[src/hdl/flash_bus_pkg.sv]
////////////////////
// Requester side types of the flash reader
// Words are 32 bits, first flash byte in the top bits
////////////////////
package flash_bus_pkg;

	// One word as returned on the response port
	// Byte at the lowest flash address sits in [31:24]
	typedef logic [31:0] data_word_t;

	// Byte address as shifted out to the flash
	// Word address in the upper bits, two zero bits at the bottom
	typedef logic [23:0] flash_addr_t;

	////////////////////
	// Response buffering
	////////////////////
	// Words that may be reserved or held at once
	// Also bounds how many starts can run ahead of the requester
	// Kept a power of two so the buffer pointers wrap on their own
	localparam int RSP_SLOTS = 2;

endpackage

[src/hdl/flash_spi_pkg.sv]
////////////////////
// SPI NOR flash read protocol, opcode 0x03 only
// Phase lengths are in SPI bits, one bit per two system clocks
////////////////////
package flash_spi_pkg;

	// Plain read opcode, no dummy cycles
	localparam logic [7:0] READ_CMD = 8'h03;

	// Transfer phase lengths in bits
	localparam int CMD_BITS  = 8;
	localparam int ADDR_BITS = 24;
	localparam int DATA_BITS = 32;

	// Bits still to go in the open transfer
	// 7 bits covers the 64-bit command + address + data transfer
	typedef logic [6:0] bit_count_t;

	////////////////////
	// Sequencer states
	////////////////////
	// IDLE  chip select high, waiting for a start
	// SHIFT chip select low, SCK running
	// HOLD  one cycle of chip select high before the next start
	typedef enum logic [1:0] {
		IDLE,
		SHIFT,
		HOLD
	} seq_state_e;

endpackage

[src/hdl/read_request_stage.sv]
////////////////////
// Request side holding register of the flash reader
// One request held, address must be stable while valid is high
// Sequential detect compares against the last forwarded address + 1
////////////////////
`timescale 1ns/1ps

module read_request_stage #(
	parameter int ADDR_W = 22
) (
	input  logic              i_clk,
	input  logic              i_reset,
	// Requester port
	input  logic              i_req_valid,
	input  logic [ADDR_W-1:0] i_req_addr,
	output logic              o_req_ready,
	// Start channel toward the sequencer
	input  logic              i_start_ready,
	input  logic              i_chain_open,
	output logic              o_start_valid,
	output logic [ADDR_W-1:0] o_start_addr,
	output logic              o_start_chain
);

	logic              hold_valid_q;
	logic [ADDR_W-1:0] hold_addr_q;
	// Address that would continue the current flash stream
	logic [ADDR_W-1:0] next_addr_q;
	logic              forward;

	////////////////////
	// Handshakes
	////////////////////

	// Held request leaves this cycle
	assign forward = hold_valid_q && i_start_ready;

	// Accept when empty, or when the held entry is forwarded now
	assign o_req_ready = !hold_valid_q || i_start_ready;

	assign o_start_valid = hold_valid_q;
	assign o_start_addr  = hold_addr_q;

	// Continue only if chip select is still low at the last data bit
	// and the held word directly follows the one being read
	assign o_start_chain = i_chain_open && (hold_addr_q == next_addr_q);

	////////////////////
	// Holding register
	////////////////////

	// Valid flag is the only control state here
	always_ff @(posedge i_clk)
	begin
		if (i_reset)
			hold_valid_q <= 1'b0;
		else if (o_req_ready)
			hold_valid_q <= i_req_valid;
	end

	// Payload loads with the accept
	always_ff @(posedge i_clk)
	begin
		if (o_req_ready && i_req_valid)
			hold_addr_q <= i_req_addr;
	end

	// Track the word after the one just sent to the sequencer
	// Compared only while a transfer is open
	always_ff @(posedge i_clk)
	begin
		if (forward)
			next_addr_q <= hold_addr_q + 1'b1;
	end

endmodule

[src/hdl/read_response_stage.sv]
////////////////////
// MISO deserializer and response buffer
// A slot is reserved at each word start, freed by the response pop
// Words leave in the order their transfers started
////////////////////
`timescale 1ns/1ps

module read_response_stage (
	input  logic                     i_clk,
	input  logic                     i_reset,
	// Strobes from the sequencer
	input  logic                     i_word_start,
	input  logic                     i_bit_sample,
	input  logic                     i_word_done,
	input  logic                     i_spi_miso,
	output logic                     o_slot_avail,
	// Response port
	input  logic                     i_rsp_ready,
	output logic                     o_rsp_valid,
	output flash_bus_pkg::data_word_t o_rsp_data
);

	localparam int PTR_W  = $clog2(flash_bus_pkg::RSP_SLOTS);
	localparam int CNT_W  = $clog2(flash_bus_pkg::RSP_SLOTS + 1);
	localparam int WORD_W = $bits(flash_bus_pkg::data_word_t);

	flash_bus_pkg::data_word_t shift_q;
	flash_bus_pkg::data_word_t buf_q [flash_bus_pkg::RSP_SLOTS];
	flash_bus_pkg::data_word_t word_in;
	logic [PTR_W-1:0]          wr_ptr_q;
	logic [PTR_W-1:0]          rd_ptr_q;
	// Words sitting in the buffer
	logic [CNT_W-1:0]          fill_q;
	// Words started but not yet popped, buffered ones included
	logic [CNT_W-1:0]          resv_q;
	logic                      pop;

	// Shifter value including the bit sampled this cycle
	assign word_in = {shift_q[WORD_W-2:0], i_spi_miso};

	assign pop          = o_rsp_valid && i_rsp_ready;
	assign o_rsp_valid  = (fill_q != '0);
	assign o_rsp_data   = buf_q[rd_ptr_q];
	assign o_slot_avail = (resv_q < CNT_W'(flash_bus_pkg::RSP_SLOTS));

	////////////////////
	// Data path
	////////////////////

	// Top bit first, so the first byte ends up in [31:24]
	always_ff @(posedge i_clk)
	begin
		if (i_bit_sample)
			shift_q <= word_in;
	end

	always_ff @(posedge i_clk)
	begin
		if (i_word_done)
			buf_q[wr_ptr_q] <= word_in;
	end

	////////////////////
	// Pointers and counts
	////////////////////
	always_ff @(posedge i_clk)
	begin
		if (i_reset)
		begin
			wr_ptr_q <= '0;
			rd_ptr_q <= '0;
			fill_q   <= '0;
			resv_q   <= '0;
		end
		else
		begin
			if (i_word_done)
				wr_ptr_q <= wr_ptr_q + 1'b1;
			if (pop)
				rd_ptr_q <= rd_ptr_q + 1'b1;
			// Push and pop together leave the fill unchanged
			case ({i_word_done, pop})
			2'b10:   fill_q <= fill_q + 1'b1;
			2'b01:   fill_q <= fill_q - 1'b1;
			default: fill_q <= fill_q;
			endcase
			case ({i_word_start, pop})
			2'b10:   resv_q <= resv_q + 1'b1;
			2'b01:   resv_q <= resv_q - 1'b1;
			default: resv_q <= resv_q;
			endcase
		end
	end

endmodule

[src/hdl/spi_flash_reader.sv]
////////////////////
// Read-only SPI NOR flash controller, command 0x03
// ADDR_W is the word address width, 22 at most
// Sequential words share one chip select, up to two words in flight
////////////////////
`timescale 1ns/1ps

module spi_flash_reader #(
	parameter int ADDR_W = 22
) (
	input  logic                      i_clk,
	input  logic                      i_reset,
	// Request port
	input  logic                      i_req_valid,
	input  logic [ADDR_W-1:0]         i_req_addr,
	output logic                      o_req_ready,
	// Response port
	input  logic                      i_rsp_ready,
	output logic                      o_rsp_valid,
	output flash_bus_pkg::data_word_t o_rsp_data,
	// Flash pins
	output logic                      o_spi_cs_n,
	output logic                      o_spi_sck,
	output logic                      o_spi_mosi,
	input  logic                      i_spi_miso
);

	// Start channel
	logic              start_valid;
	logic              start_ready;
	logic [ADDR_W-1:0] start_addr;
	logic              start_chain;
	logic              chain_open;
	// Sequencer to response stage
	logic              word_start;
	logic              bit_sample;
	logic              word_done;
	logic              slot_avail;

	read_request_stage #(.ADDR_W(ADDR_W)) u_req (
		.i_clk         (i_clk),
		.i_reset       (i_reset),
		.i_req_valid   (i_req_valid),
		.i_req_addr    (i_req_addr),
		.o_req_ready   (o_req_ready),
		.i_start_ready (start_ready),
		.i_chain_open  (chain_open),
		.o_start_valid (start_valid),
		.o_start_addr  (start_addr),
		.o_start_chain (start_chain)
	);

	spi_sequencer #(.ADDR_W(ADDR_W)) u_seq (
		.i_clk         (i_clk),
		.i_reset       (i_reset),
		.i_start_valid (start_valid),
		.i_start_addr  (start_addr),
		.i_start_chain (start_chain),
		.o_start_ready (start_ready),
		.o_chain_open  (chain_open),
		.i_slot_avail  (slot_avail),
		.o_word_start  (word_start),
		.o_bit_sample  (bit_sample),
		.o_word_done   (word_done),
		.o_spi_cs_n    (o_spi_cs_n),
		.o_spi_sck     (o_spi_sck),
		.o_spi_mosi    (o_spi_mosi)
	);

	read_response_stage u_rsp (
		.i_clk        (i_clk),
		.i_reset      (i_reset),
		.i_word_start (word_start),
		.i_bit_sample (bit_sample),
		.i_word_done  (word_done),
		.i_spi_miso   (i_spi_miso),
		.o_slot_avail (slot_avail),
		.i_rsp_ready  (i_rsp_ready),
		.o_rsp_valid  (o_rsp_valid),
		.o_rsp_data   (o_rsp_data)
	);

endmodule

[src/hdl/spi_sequencer.sv]
////////////////////
// SPI bit sequencer for the 0x03 flash read
// SCK runs at half i_clk, low cycle then high cycle per bit
// MISO sampled at the SCK rising edge, MOSI moves while SCK low
////////////////////
`timescale 1ns/1ps

module spi_sequencer #(
	parameter int ADDR_W = 22
) (
	input  logic              i_clk,
	input  logic              i_reset,
	// Start channel
	input  logic              i_start_valid,
	input  logic [ADDR_W-1:0] i_start_addr,
	input  logic              i_start_chain,
	output logic              o_start_ready,
	output logic              o_chain_open,
	// Response stage strobes
	input  logic              i_slot_avail,
	output logic              o_word_start,
	output logic              o_bit_sample,
	output logic              o_word_done,
	// Flash pins
	output logic              o_spi_cs_n,
	output logic              o_spi_sck,
	output logic              o_spi_mosi
);

	// Command and address go out of one shift register
	localparam int TX_BITS = flash_spi_pkg::CMD_BITS + flash_spi_pkg::ADDR_BITS;

	// Bit counts loaded at a start
	localparam flash_spi_pkg::bit_count_t NEW_BITS =
		flash_spi_pkg::bit_count_t'(TX_BITS + flash_spi_pkg::DATA_BITS);
	localparam flash_spi_pkg::bit_count_t CHAIN_BITS =
		flash_spi_pkg::bit_count_t'(flash_spi_pkg::DATA_BITS);

	flash_spi_pkg::seq_state_e  state_q;
	flash_spi_pkg::bit_count_t  bit_cnt_q;
	// Doubles as the SCK pin, high only in the second half of a bit
	logic                       sck_q;
	logic [TX_BITS-1:0]         tx_q;
	flash_bus_pkg::flash_addr_t start_byte_addr;
	logic                       in_data;
	logic                       last_bit;
	logic                       start_fire;

	////////////////////
	// Decode
	////////////////////

	// Word address to byte address, zero extended to 24 bits
	assign start_byte_addr = flash_bus_pkg::flash_addr_t'({i_start_addr, 2'b00});

	assign in_data  = (state_q == flash_spi_pkg::SHIFT) && (bit_cnt_q <= CHAIN_BITS);
	assign last_bit = (state_q == flash_spi_pkg::SHIFT) && (bit_cnt_q == 7'd1);

	// Second half of the last data bit, chip select still low
	assign o_chain_open = last_bit && sck_q;

	// Idle takes anything, an open transfer only takes a continuation
	// No start at all without a free response slot
	assign o_start_ready = i_slot_avail &&
		((state_q == flash_spi_pkg::IDLE) || (o_chain_open && i_start_chain));
	assign start_fire    = i_start_valid && o_start_ready;
	assign o_word_start  = start_fire;

	// Strobe in the SCK low cycle, so the sample lands on the rising edge
	assign o_bit_sample = in_data && !sck_q;
	assign o_word_done  = last_bit && !sck_q;

	assign o_spi_sck  = sck_q;
	// Quiet while deselected
	assign o_spi_mosi = tx_q[TX_BITS-1] && !o_spi_cs_n;

	////////////////////
	// Control FSM
	////////////////////
	always_ff @(posedge i_clk)
	begin
		if (i_reset)
		begin
			state_q    <= flash_spi_pkg::IDLE;
			sck_q      <= 1'b0;
			o_spi_cs_n <= 1'b1;
			bit_cnt_q  <= '0;
		end
		else
		begin
			case (state_q)
			flash_spi_pkg::IDLE:
				if (start_fire)
				begin
					state_q    <= flash_spi_pkg::SHIFT;
					o_spi_cs_n <= 1'b0;
					sck_q      <= 1'b0;
					bit_cnt_q  <= i_start_chain ? CHAIN_BITS : NEW_BITS;
				end
			flash_spi_pkg::SHIFT:
				if (!sck_q)
					sck_q <= 1'b1;
				else
				begin
					// Bit ends here, SCK falls
					sck_q <= 1'b0;
					if (!last_bit)
						bit_cnt_q <= bit_cnt_q - 1'b1;
					else if (start_fire)
						bit_cnt_q <= CHAIN_BITS;
					else
					begin
						// Nobody continued, deselect the flash
						state_q    <= flash_spi_pkg::HOLD;
						o_spi_cs_n <= 1'b1;
					end
				end
			flash_spi_pkg::HOLD:
				state_q <= flash_spi_pkg::IDLE;
			default:
				state_q <= flash_spi_pkg::IDLE;
			endcase
		end
	end

	////////////////////
	// MOSI shifter
	////////////////////
	// Continuations send nothing, the register empties to zero
	// after command and address anyway
	always_ff @(posedge i_clk)
	begin
		if (start_fire)
			tx_q <= i_start_chain ? '0 : {flash_spi_pkg::READ_CMD, start_byte_addr};
		else if ((state_q == flash_spi_pkg::SHIFT) && sck_q)
			tx_q <= {tx_q[TX_BITS-2:0], 1'b0};
	end

endmodule
[config.mk]
export PLATFORM = sky130hd
export DESIGN_NAME = spi_flash_reader
export DESIGN_NICKNAME = d
export VERILOG_FILES = /design/src/hdl/flash_bus_pkg.sv /design/src/hdl/flash_spi_pkg.sv /design/src/hdl/read_request_stage.sv /design/src/hdl/read_response_stage.sv /design/src/hdl/spi_flash_reader.sv /design/src/hdl/spi_sequencer.sv
export SDC_FILE = /design/constraint.sdc
export NUM_CORES = 1
export LEC_CHECK = 0
export CORE_ASPECT_RATIO = 1.75
export CORE_UTILIZATION = 49
export CTS_CLUSTER_SIZE = 28
export DETAILED_ROUTE_END_ITERATION = 16
export DONT_BUFFER_PORTS = 1
export PLACE_DENSITY_LB_ADDON = 0.08
export SLEW_MARGIN = 15
export SYNTH_ARGS = -nofsm -noshare
export SYNTH_HDL_FRONTEND = slang
export SYNTH_SLANG_ARGS = --single-unit
[constraint.sdc]
create_clock -name i_clk -period 11.6 [get_ports i_clk]
set_clock_uncertainty 0.15 [all_clocks]
set_input_delay 2.32 -clock i_clk [delete_from_list [all_inputs] [get_ports i_clk]]
set_output_delay 2.32 -clock i_clk [all_outputs]
set_load 0.02 [all_outputs]
==> results of run 1 <==
## flip-flops by register name, summed over array words and instances (netlist names), 2 cells and up, named ones only
| signal | cells |
|---|---|
| u_rsp.resv_q | 2 |
| u_rsp.shift_q | 31 |
| u_rsp.fill_q | 2 |
| u_seq.tx_q | 30 |
| u_seq.state_q | 2 |
| u_req.next_addr_q | 22 |
| u_seq.bit_cnt_q | 7 |
| u_rsp.buf_q | 64 |
| u_req.o_start_addr | 22 |
## cells in the mapped netlist (3+ instances only)
master,n,area [um2]
nand3_1,14,70.1
edfxtp_1,169,5070
inv_1,10,37.5
a21oi_1,28,140
and4_1,4,35.0
xor2_1,24,210
dfxtp_1,19,380
or3_1,3,18.8
buf_1,5,18.8
a221o_1,21,210
nand2b_1,3,18.8
nand4_1,5,31.3
o21ai_0,4,20.0
ha_1,6,75.1
nand2_1,34,128
mux2_2,32,360
nor2_1,24,90.1
and3_1,4,25.0
nor3_1,7,35.0
xnor2_1,29,254
nor4_1,4,25.0
nor2b_1,4,25.0
clkbuf_1,16,60.1
a21boi_1,7,52.6
a211oi_1,7,52.6
## logic make-up (layout without fill, tap and decap cells)
logic type	Yosys count	count (layout)
AND/OR/NAND/NOR	116	116
flip-flops	188	188
AO/OA/AOI/OAI	79	79
multiplexers	33	33
XOR/XNOR	53	53
adder cells (fa/ha/maj)	6	6
buffers and inverters	34	52
## final timing paths
path,from,end,slack (ns),cells after the start
setup / recovery,u_seq.bit_cnt_q[1]$_SDFFE_PP0P_,o_req_ready,6.26,8
setup reg to reg,u_seq.bit_cnt_q[1]$_SDFFE_PP0P_,u_req.o_start_addr[14]$_DFFE_PP_,8.28,8
hold reg to reg,u_rsp.shift_q[30]$_DFFE_PP_,u_rsp.buf_q[1][31]$_DFFE_PP_,0.30,0
hold / removal,u_rsp.shift_q[30]$_DFFE_PP_,u_rsp.buf_q[1][31]$_DFFE_PP_,0.30,0
## layout make-up
type	instances	area (um2)
fillers	1223	6870
clock buffers	17	425
inverters	10	37.5
repair buffers	10	75.1
clock inverters	15	169
flip-flops and latches	188	5460
well taps	186	233
multi-input cells	287	2130
## metrics by stage
stage,total power [mW],hold WS [ns]
detailed placement,0.911,0.283
floorplan,0.882,0.271
finish,1.46,0.300
global route,1.52,0.320
global placement,0.908,0.277
CTS,1.48,0.301
## per-layer routing
layer	global-route usage	vias up	wire, um
met5	0	-	0
met4	0.0902	0	387
met3	0.0338	20	252
met2	0.333	85	7700
met1	0.185	1996	5420
li1	-	1938	-
## power groups by stage
| stage | Sequential (mW) | Combinational, mW | Clock (mW) |
|---|---|---|---|
| after global routing | 0.811 | 0.0968 | 0.609 |
| after global placement | 0.821 | 0.0871 | 0 |
| final | 0.807 | 0.0873 | 0.570 |
| after floorplan | 0.814 | 0.0680 | 0 |
| after CTS | 0.807 | 0.0891 | 0.583 |
| after detailed placement | 0.822 | 0.0887 | 0 |
## worst max-delay path: stages (launching register included)
cell,delay (ns)
dfxtp_1,0.33
inv_1,0.11
ha_1,0.18
nor2b_1,0.39
nand4_2,0.22
nor3_2,0.23
buf_4,0.28
a21boi_1,0.16
o21ai_0,0.55
==> results.tsv, run 1 <==
stage	metric	value	unit
clocking	Clk pin slew, worst setup/hold paths	0.08	ns
layout	fin area	8520	um2
floorplan	Die Span X	96.7	um
pwr	leakage power	2.81	nW
yosys	Synth Instances	509	
global_routing	first-pass GRT wire length	22.0	mm
timing	FMAX	187	MHz
global_routing	vias in the first global route	4197	
yosys	flops & latches, synth	188	
floorplan	die footprint	16200	um2
floorplan	core area	15400	um2
pwr	Switch Pwr	360	uW
global_routing	total track usage	0.177	
critical_path	Setup crit start kind	register	
layout	Area growth, synth to finish	10.9	%
yosys	main combinational cell family by area after synthesis	simple AND/OR/NAND/NOR gates	
yosys	post-synthesis adder-cell area fraction	0.00977	
timing	worst rel slew slack	0.239	
floorplan	DIE HEIGHT	168	um
clocking	PostCTS Resize Cnt	0	
placed_design	instance area after placement	7930	um2
layout	fin util	0.554	
timing	endpoints failing setup	0	
pwr	VDD IR max	0.121	mV
yosys	Warnings, synthesis	0	
clocking	clk sinks	188	
pwr	P_int	1.11	mW
floorplan	initial core utilization	0.500	
layout	nets	547	
detailed_routing	final WL	13.8	mm
yosys	Post-synth EDFFs	169	
pwr	Switching Share	0.246	
pwr	Clock power frac	0.389	
layout	commonest cells after routing, fill and taps aside	169 x edfxtp_1, 34 x nand2_1, 32 x mux2_2	
clocking	H-tree levels	4	
detailed_routing	Initial DRC Count	196	
timing	Slew Limit Fails	0	
placed_design	placed insts	681	
yosys	post-synthesis sequential area ratio	0.710	
yosys	synthesized net count	542	
placed_design	worst slack, placed	6.70	ns
pwr	Combinational Power Share	0.060	
timing	period utilization	0.460	
detailed_routing	average via count per standard cell	5.66	
min_path	min-delay worst type	register to register	
yosys	Distinct cells, synth	47	
yosys	Post-Syn Area	7690	um2
global_routing	total grt overflow	0	
yosys	Compound-Gate Fraction of Synth Area	0.0770	
pwr	pwr dens	172	nW/um2
clocking	Worst-Skew Late Latency	0.43	ns
yosys	post-synthesis mux area share	0.0482	
yosys	top_reg_cell synth	edfxtp_1	
critical_path	CP max FO	22	
yosys	Synth Area per Inst	15.1	um2
layout	share of cells above drive strength 1	0.165	
critical_path	Worst Path Class, Setup	register to primary output	
clocking	hold_buf cts	0	
placed_design	GP Congestion	0.876	
outcome	status	finished, final reports clean	
yosys	post-synthesis xor/xnor area fraction	0.0604	
layout	commonest non-fill, non-tap cell in the layout	edfxtp_1	
yosys	Synth async-reset ratio	0	
critical_path	Crit. End Element	primary output	
critical_path	CP required	9.13	ns
layout	Post-Layout Cell Count	713	
detailed_routing	Avg WL per Cell	19.3	um
placed_design	IO buf count	0	
run	MaxCap Viol Count	0	
global_routing	initial antenna violation count	0	
detailed_routing	first-pass iteration count of the detailed router	4	
floorplan	Rows	60	
clocking	postcts setup bufs	0	
global_routing	largest net degree at the start of global routing	33	
timing	setup ws final	6.26	ns
detailed_routing	DR DRC count	0	
clocking	clock buffer depth	2	
clocking	clock root buffer master	clkbuf_16	
timing	final setup TNS	0	ns
timing	Worst-Margin Slew	1.14	ns
critical_path	WP data arrival	2.87	ns
placed_design	detailed placement HPWL	9.12	mm
detailed_routing	DRT antenna net count	0	
timing	Tmin final	5.34	ns
layout	ANT cells	0	
timing	Hold Fails Final Rpt	0	
clocking	clock buffer count from CTS	17	
yosys	post-synthesis simple-gate area fraction	0.0776	
detailed_routing	via count	4039	
timing	RSZ-0062 raised after global routing	false	
floorplan	I/O pin total	64	
pwr	sequential fraction of design power	0.551	
clocking	CTS tree	done	
Power figures use the tool's default switching activity.
==> run 2, diff against run 1 <==
==> constraint.sdc (replaced) <==
create_clock -name i_clk -period 5.3 [get_ports i_clk]
set_clock_uncertainty 0.15 [all_clocks]
set_input_delay 1.06 -clock i_clk [delete_from_list [all_inputs] [get_ports i_clk]]
set_output_delay 1.06 -clock i_clk [all_outputs]
set_load 0.02 [all_outputs]
==> results.tsv, run 2 (synthesis results as in run 1) <==
stage	metric	value	unit	change
detailed_routing	final WL	13.7	mm	-0.21%
floorplan	Rows	60		unchanged
global_routing	total grt overflow	0		unchanged
timing	Worst-Margin Slew	1.05	ns	-0.0867 ns
min_path	min-delay worst type	register to register		
clocking	H-tree levels	4		unchanged
clocking	CTS tree	done		
layout	Post-Layout Cell Count	714		+0.14%
clocking	postcts setup bufs	0		unchanged
clocking	clock buffer depth	2		unchanged
critical_path	Setup crit start kind	register		
run	MaxCap Viol Count	0		unchanged
global_routing	first-pass GRT wire length	21.9	mm	-0.19%
floorplan	I/O pin total	64		unchanged
layout	share of cells above drive strength 1	0.165		-0.000313
clocking	Clk pin slew, worst setup/hold paths	0.07	ns	about the same
floorplan	die footprint	16200	um2	unchanged
pwr	Total Power	3.17	mW	+120%
floorplan	DIE HEIGHT	168	um	unchanged
clocking	clock buffer count from CTS	17		unchanged
timing	period utilization	0.766		
placed_design	IO buf count	0		unchanged
pwr	pwr dens	373	nW/um2	+120%
timing	Tmin final	4.06	ns	
critical_path	WP data arrival	2.85	ns	-0.02 ns
placed_design	placed insts	682		+0.15%
floorplan	Die Span X	96.7	um	unchanged
clocking	Worst-Skew Late Latency	0.43	ns	about the same
placed_design	detailed placement HPWL	9.23	mm	+1.2%
timing	Hold Fails Final Rpt	0		unchanged
layout	nets	548		+0.18%
layout	commonest non-fill, non-tap cell in the layout	edfxtp_1		
layout	Reg with most FFs	u_rsp.buf_q		
global_routing	largest net degree at the start of global routing	33		unchanged
critical_path	Crit. End Element	primary output		
detailed_routing	DR DRC count	0		unchanged
pwr	leakage power	2.81	nW	about the same
detailed_routing	via count	4038		-0.025%
timing	endpoints failing setup	0		unchanged
clocking	clk sinks	188		unchanged
clocking	PostCTS Resize Cnt	0		unchanged
layout	ANT cells	0		unchanged
critical_path	CP required	4.09	ns	-5.04 ns
layout	fin area	8510	um2	-0.12%
pwr	VDD IR max	0.212	mV	+75%
clocking	clock root buffer master	clkbuf_16		
global_routing	initial antenna violation count	0		unchanged
critical_path	Worst Path Class, Setup	register to primary output		
clocking	hold_buf cts	0		unchanged
timing	Slew Limit Fails	0		unchanged
critical_path	CP max FO	22		unchanged
timing	worst rel slew slack	0.296		+0.0571
detailed_routing	first-pass iteration count of the detailed router	6		+2
detailed_routing	Avg WL per Cell	19.2	um	-0.35%
layout	commonest cells after routing, fill and taps aside	169 x edfxtp_1, 34 x nand2_1, 32 x mux2_2		
detailed_routing	Initial DRC Count	174		-11%
placed_design	GP Congestion	0.868		-0.82%
detailed_routing	average via count per standard cell	5.66		-0.16%
global_routing	vias in the first global route	4152		-1.1%
outcome	status	finished, final reports clean		
timing	final setup TNS	0	ns	unchanged
floorplan	initial core utilization	0.500		unchanged
layout	Area growth, synth to finish	10.8	%	
placed_design	instance area after placement	7940	um2	about the same
floorplan	core area	15400	um2	unchanged
timing	FMAX	246	MHz	
layout	max FFs per register	64		unchanged
timing	RSZ-0062 raised after global routing	false		
layout	top flop regs	u_rsp.buf_q: 64 flops, u_rsp.shift_q: 31 flops, u_seq.tx_q: 30 flops		
detailed_routing	DRT antenna net count	0		unchanged
global_routing	total track usage	0.175		-0.00165
==> run 2: power by group <==
part | internal, mW | switching [mW] | leakage (nW) | total [mW]
combinational | 0.0761 | 0.114 | 0.814 | 0.190
sequential | 1.71 | 0.0605 | 1.71 | 1.77
clock | 0.627 | 0.591 | 0.280 | 1.22
total | 2.41 | 0.765 | 2.81 | 3.17
==> run 2: area by class of cell <==
type	count	area, um2
clock inverters	15	151
multi-input cells	287	2130
well taps	186	233
clock buffers	17	425
repair buffers	11	82.6
fillers	1216	6880
flip-flops and latches	188	5460
inverters	10	37.5
==> run 2: worst paths after layout <==
check,slack (ns),from,end,cells after the start
setup / recovery,1.24,u_seq.bit_cnt_q[1]$_SDFFE_PP0P_,o_req_ready,8
hold / removal,0.30,u_rsp.shift_q[30]$_DFFE_PP_,u_rsp.buf_q[0][31]$_DFFE_PP_,0
setup reg to reg,2.03,u_seq.bit_cnt_q[1]$_SDFFE_PP0P_,u_rsp.resv_q[1]$_SDFFE_PP0P_,10
hold reg to reg,0.30,u_rsp.shift_q[30]$_DFFE_PP_,u_rsp.buf_q[0][31]$_DFFE_PP_,0
==> run 2: through the flow <==
step	util	worst slack [ns]	hold slack, ns
after detailed placement	0.516	1.72	0.289
final	0.553	1.24	0.304
after floorplan	-	0.380	0.271
after CTS	0.553	1.25	0.306
after global routing	0.553	1.08	0.324
after global placement	0.516	1.78	0.276
==> run 2: worst max-delay path, stage by stage (launching register included) <==
cell and delay [ns]:
dfxtp_1 0.33, inv_1 0.10, ha_1 0.18, nor2b_1 0.39
nand4_2 0.22, nor3_2 0.22, buf_4 0.28, a21boi_1 0.16
o21ai_0 0.54
==> run 2: layer usage <==
layer / vias to the layer above / global-route usage / share of wire
li1: 1939 / - / -
met1: 1994 / 0.184 / 0.37
met2: 79 / 0.335 / 0.57
met3: 26 / 0.0259 / 0.024
met4: 0 / 0.0883 / 0.030
met5: - / 0 / 0
==> run 3, diff against run 2 <==
--- a/config.mk
+++ b/config.mk
@@ -5,6 +5,7 @@
 export SDC_FILE = /design/constraint.sdc
 export NUM_CORES = 1
 export LEC_CHECK = 0
+export ABC_AREA = 1
 export CORE_ASPECT_RATIO = 1.75
 export CORE_UTILIZATION = 49
 export CTS_CLUSTER_SIZE = 28
==> constraint.sdc (replaced) <==
create_clock -name i_clk -period 3.8 [get_ports i_clk]
set_clock_uncertainty 0.15 [all_clocks]
set_input_delay 0.76 -clock i_clk [delete_from_list [all_inputs] [get_ports i_clk]]
set_output_delay 0.76 -clock i_clk [all_outputs]
set_load 0.02 [all_outputs]
==> results.tsv, run 3 <==
stage	metric	value	unit	change
outcome	status	finished, final reports clean		
global_routing	first-pass GRT wire length	21.0	mm	-4.1%
timing	Worst-Margin Slew	0.754	ns	-0.301 ns
layout	Area growth, synth to finish	11.2	%	
clocking	Worst-Skew Late Latency	0.42	ns	about the same
yosys	ranking of synthesized cells by area	edfxtp_1 66%, nand2_1 6.9%, dfxtp_1 4.9%, mux2_2 4.7%, inv_1 3.7%		
timing	worst rel slew slack	0.495		+0.199
timing	Hold Fails Final Rpt	0		unchanged
global_routing	total track usage	0.168		-0.00754
clocking	hold_buf cts	0		unchanged
detailed_routing	DRT antenna net count	0		unchanged
yosys	Warnings, synthesis	0		unchanged
layout	ANT cells	0		unchanged
floorplan	Rows	60		unchanged
detailed_routing	final WL	12.9	mm	-5.9%
clocking	clock buffer count from CTS	17		unchanged
min_path	min-delay worst type	input pin to register		
yosys	synthesized net count	642		+18%
placed_design	worst slack, placed	0.971	ns	-0.744 ns
detailed_routing	DR DRC count	0		unchanged
layout	Reg with most FFs	u_rsp.buf_q		
timing	setup ws final	0.784	ns	-0.455 ns
detailed_routing	first-pass iteration count of the detailed router	4		-2
clocking	H-tree levels	4		unchanged
critical_path	CP max FO	8		-64%
yosys	Post-synth EDFFs	169		unchanged
global_routing	total grt overflow	0		unchanged
global_routing	largest net degree at the start of global routing	33		unchanged
layout	max FFs per register	64		unchanged
detailed_routing	via count	4155		+2.9%
yosys	Post-Syn Area	7700	um2	+0.13%
detailed_routing	wl on met1	4.83	mm	-5.9%
pwr	VDD IR max	0.319	mV	+51%
yosys	post-synthesis mux area share	0.0468		-0.00136
timing	RSZ-0062 raised after global routing	false		
placed_design	IO buf count	0		unchanged
yosys	main combinational cell family by area after synthesis	simple AND/OR/NAND/NOR gates		
layout	share of cells above drive strength 1	0.137		-0.0280
pwr	leakage power	3.30	nW	+17%
timing	FMAX	332	MHz	
yosys	Distinct cells, synth	36		-23%
detailed_routing	Top Layer Used	met4		
critical_path	Setup crit start kind	register		
detailed_routing	met3 wire length	442	um	+32%
placed_design	detailed placement HPWL	9.12	mm	-1.2%
clocking	PostCTS Resize Cnt	0		unchanged
yosys	top-area cell type share of the netlist area	0.659		-0.000858
clocking	Clk pin slew, worst setup/hold paths	0.07	ns	about the same
floorplan	Die Span X	96.7	um	about the same
timing	period utilization	0.794		
clocking	clock root buffer master	clkbuf_16		
yosys	count leader, synth	edfxtp_1		
critical_path	WP data arrival	2.11	ns	-0.74 ns
layout	nets	656		+20%
pwr	pwr dens	570	nW/um2	+53%
yosys	post-synthesis adder-cell area fraction	0.00975		-0.0000127
critical_path	Crit. End Element	primary output		
floorplan	die footprint	16200	um2	+0.13%
timing	Tmin final	3.02	ns	
yosys	post-synthesis simple-gate area fraction	0.129		+0.0518
floorplan	initial core utilization	0.500		+0.000650
global_routing	vias in the first global route	4307		+3.7%
placed_design	GP Congestion	0.840		-3.3%
yosys	Synth Area per Inst	12.6	um2	-16%
yosys	flops & latches, synth	188		unchanged
yosys	Synth top cells by count	169 x edfxtp_1, 142 x nand2_1, 76 x inv_1		
global_routing	initial antenna violation count	0		unchanged
detailed_routing	average via count per standard cell	5.05		-11%
layout	commonest cells after routing, fill and taps aside	169 x edfxtp_1, 142 x nand2_1, 76 x inv_1		
detailed_routing	Avg WL per Cell	15.7	um	-18%
yosys	post-synthesis sequential area ratio	0.709		-0.000923
floorplan	I/O pin total	64		unchanged
timing	endpoints failing setup	0		unchanged
floorplan	core area	15400	um2	unchanged
critical_path	CP required	2.89	ns	-1.20 ns
yosys	Compound-Gate Fraction of Synth Area	0.0353		-0.0417
detailed_routing	Initial DRC Count	176		+1.1%
timing	final setup TNS	0	ns	unchanged
yosys	Synth Instances	609		+20%
detailed_routing	WL met2	7.40	mm	-5.8%
layout	top flop regs	u_rsp.buf_q: 64 flops, u_rsp.shift_q: 31 flops, u_seq.tx_q: 30 flops		
yosys	Synth area leader	edfxtp_1		
yosys	post-synthesis xor/xnor area fraction	0.0239		-0.0365
clocking	clk sinks	188		unchanged
clocking	clock buffer depth	2		unchanged
run	MaxCap Viol Count	0		unchanged
critical_path	Worst Path Class, Setup	register to primary output		
yosys	Synth async-reset ratio	0		unchanged
floorplan	DIE HEIGHT	168	um	about the same
clocking	CTS tree	done		
yosys	top_reg_cell synth	edfxtp_1		
timing	Slew Limit Fails	0		unchanged
clocking	postcts setup bufs	0		unchanged
layout	commonest non-fill, non-tap cell in the layout	edfxtp_1		
run 3: per-stage QoR:
step                power, mW  cell area (um2)  std cells  utilization  hold slack (ns)
global route             5.08             8560        822        0.556            0.237
finish                   4.88             8560        822        0.556            0.254
CTS                      4.93             8560        822        0.556            0.236
global placement         3.12             7940        790        0.516            0.279
detailed placement       3.14             7940        790        0.516            0.285
floorplan                3.00             7700        609            -            0.266
run 3: cells by family after synthesis:
kind of cell    Yosys count
buf+inv                  89
simple gates            225
flops                   188
compound gates           48
mux                      32
xor+xnor                 21
fa+ha+maj                 6
run 3: final timing paths:
path,startpoint,to,slack [ns],cells after the start
max,u_seq.state_q[0]$_SDFFE_PP0P_,o_req_ready,0.78,7
max reg2reg,u_seq.state_q[0]$_SDFFE_PP0P_,u_rsp.resv_q[1]$_SDFFE_PP0P_,0.99,13
min,i_reset,u_req.o_start_valid$_SDFFE_PP0P_,0.25,1
min reg2reg,u_rsp.fill_q[1]$_SDFFE_PP0P_,u_rsp.fill_q[1]$_SDFFE_PP0P_,0.30,1
run 3: metal layers:
| layer | up-vias | global-route usage |
|---|---|---|
| met5 | - | 0 |
| met4 | 0 | 0.0701 |
| met3 | 14 | 0.0415 |
| met2 | 75 | 0.329 |
| met1 | 1972 | 0.164 |
| li1 | 2094 | - |
run 3: area by class of cell:
type	instances	area, um2
tap	186	233
sequential	188	5460
timing repair buffer	7	65.1
multi-input combinational	332	1900
clock buffer	17	425
clock inverter	15	194
inverter	77	289
fill	1281	6830
run 3: power by group:
part           internal [mW]  switching [mW]
Clock                  0.957           0.844
Sequential              2.50           0.104
Combinational          0.149           0.332
Total                   3.60            1.28
run 3: critical path, cell delays in order, from the launching register on:
cell and delay, ns:
dfxtp_1 0.34, inv_1 0.04, or2_0 0.40, nor2_8 0.27, nand3_4 0.09, o21bai_4 0.21, nand2_1 0.13, nand2_1 0.23
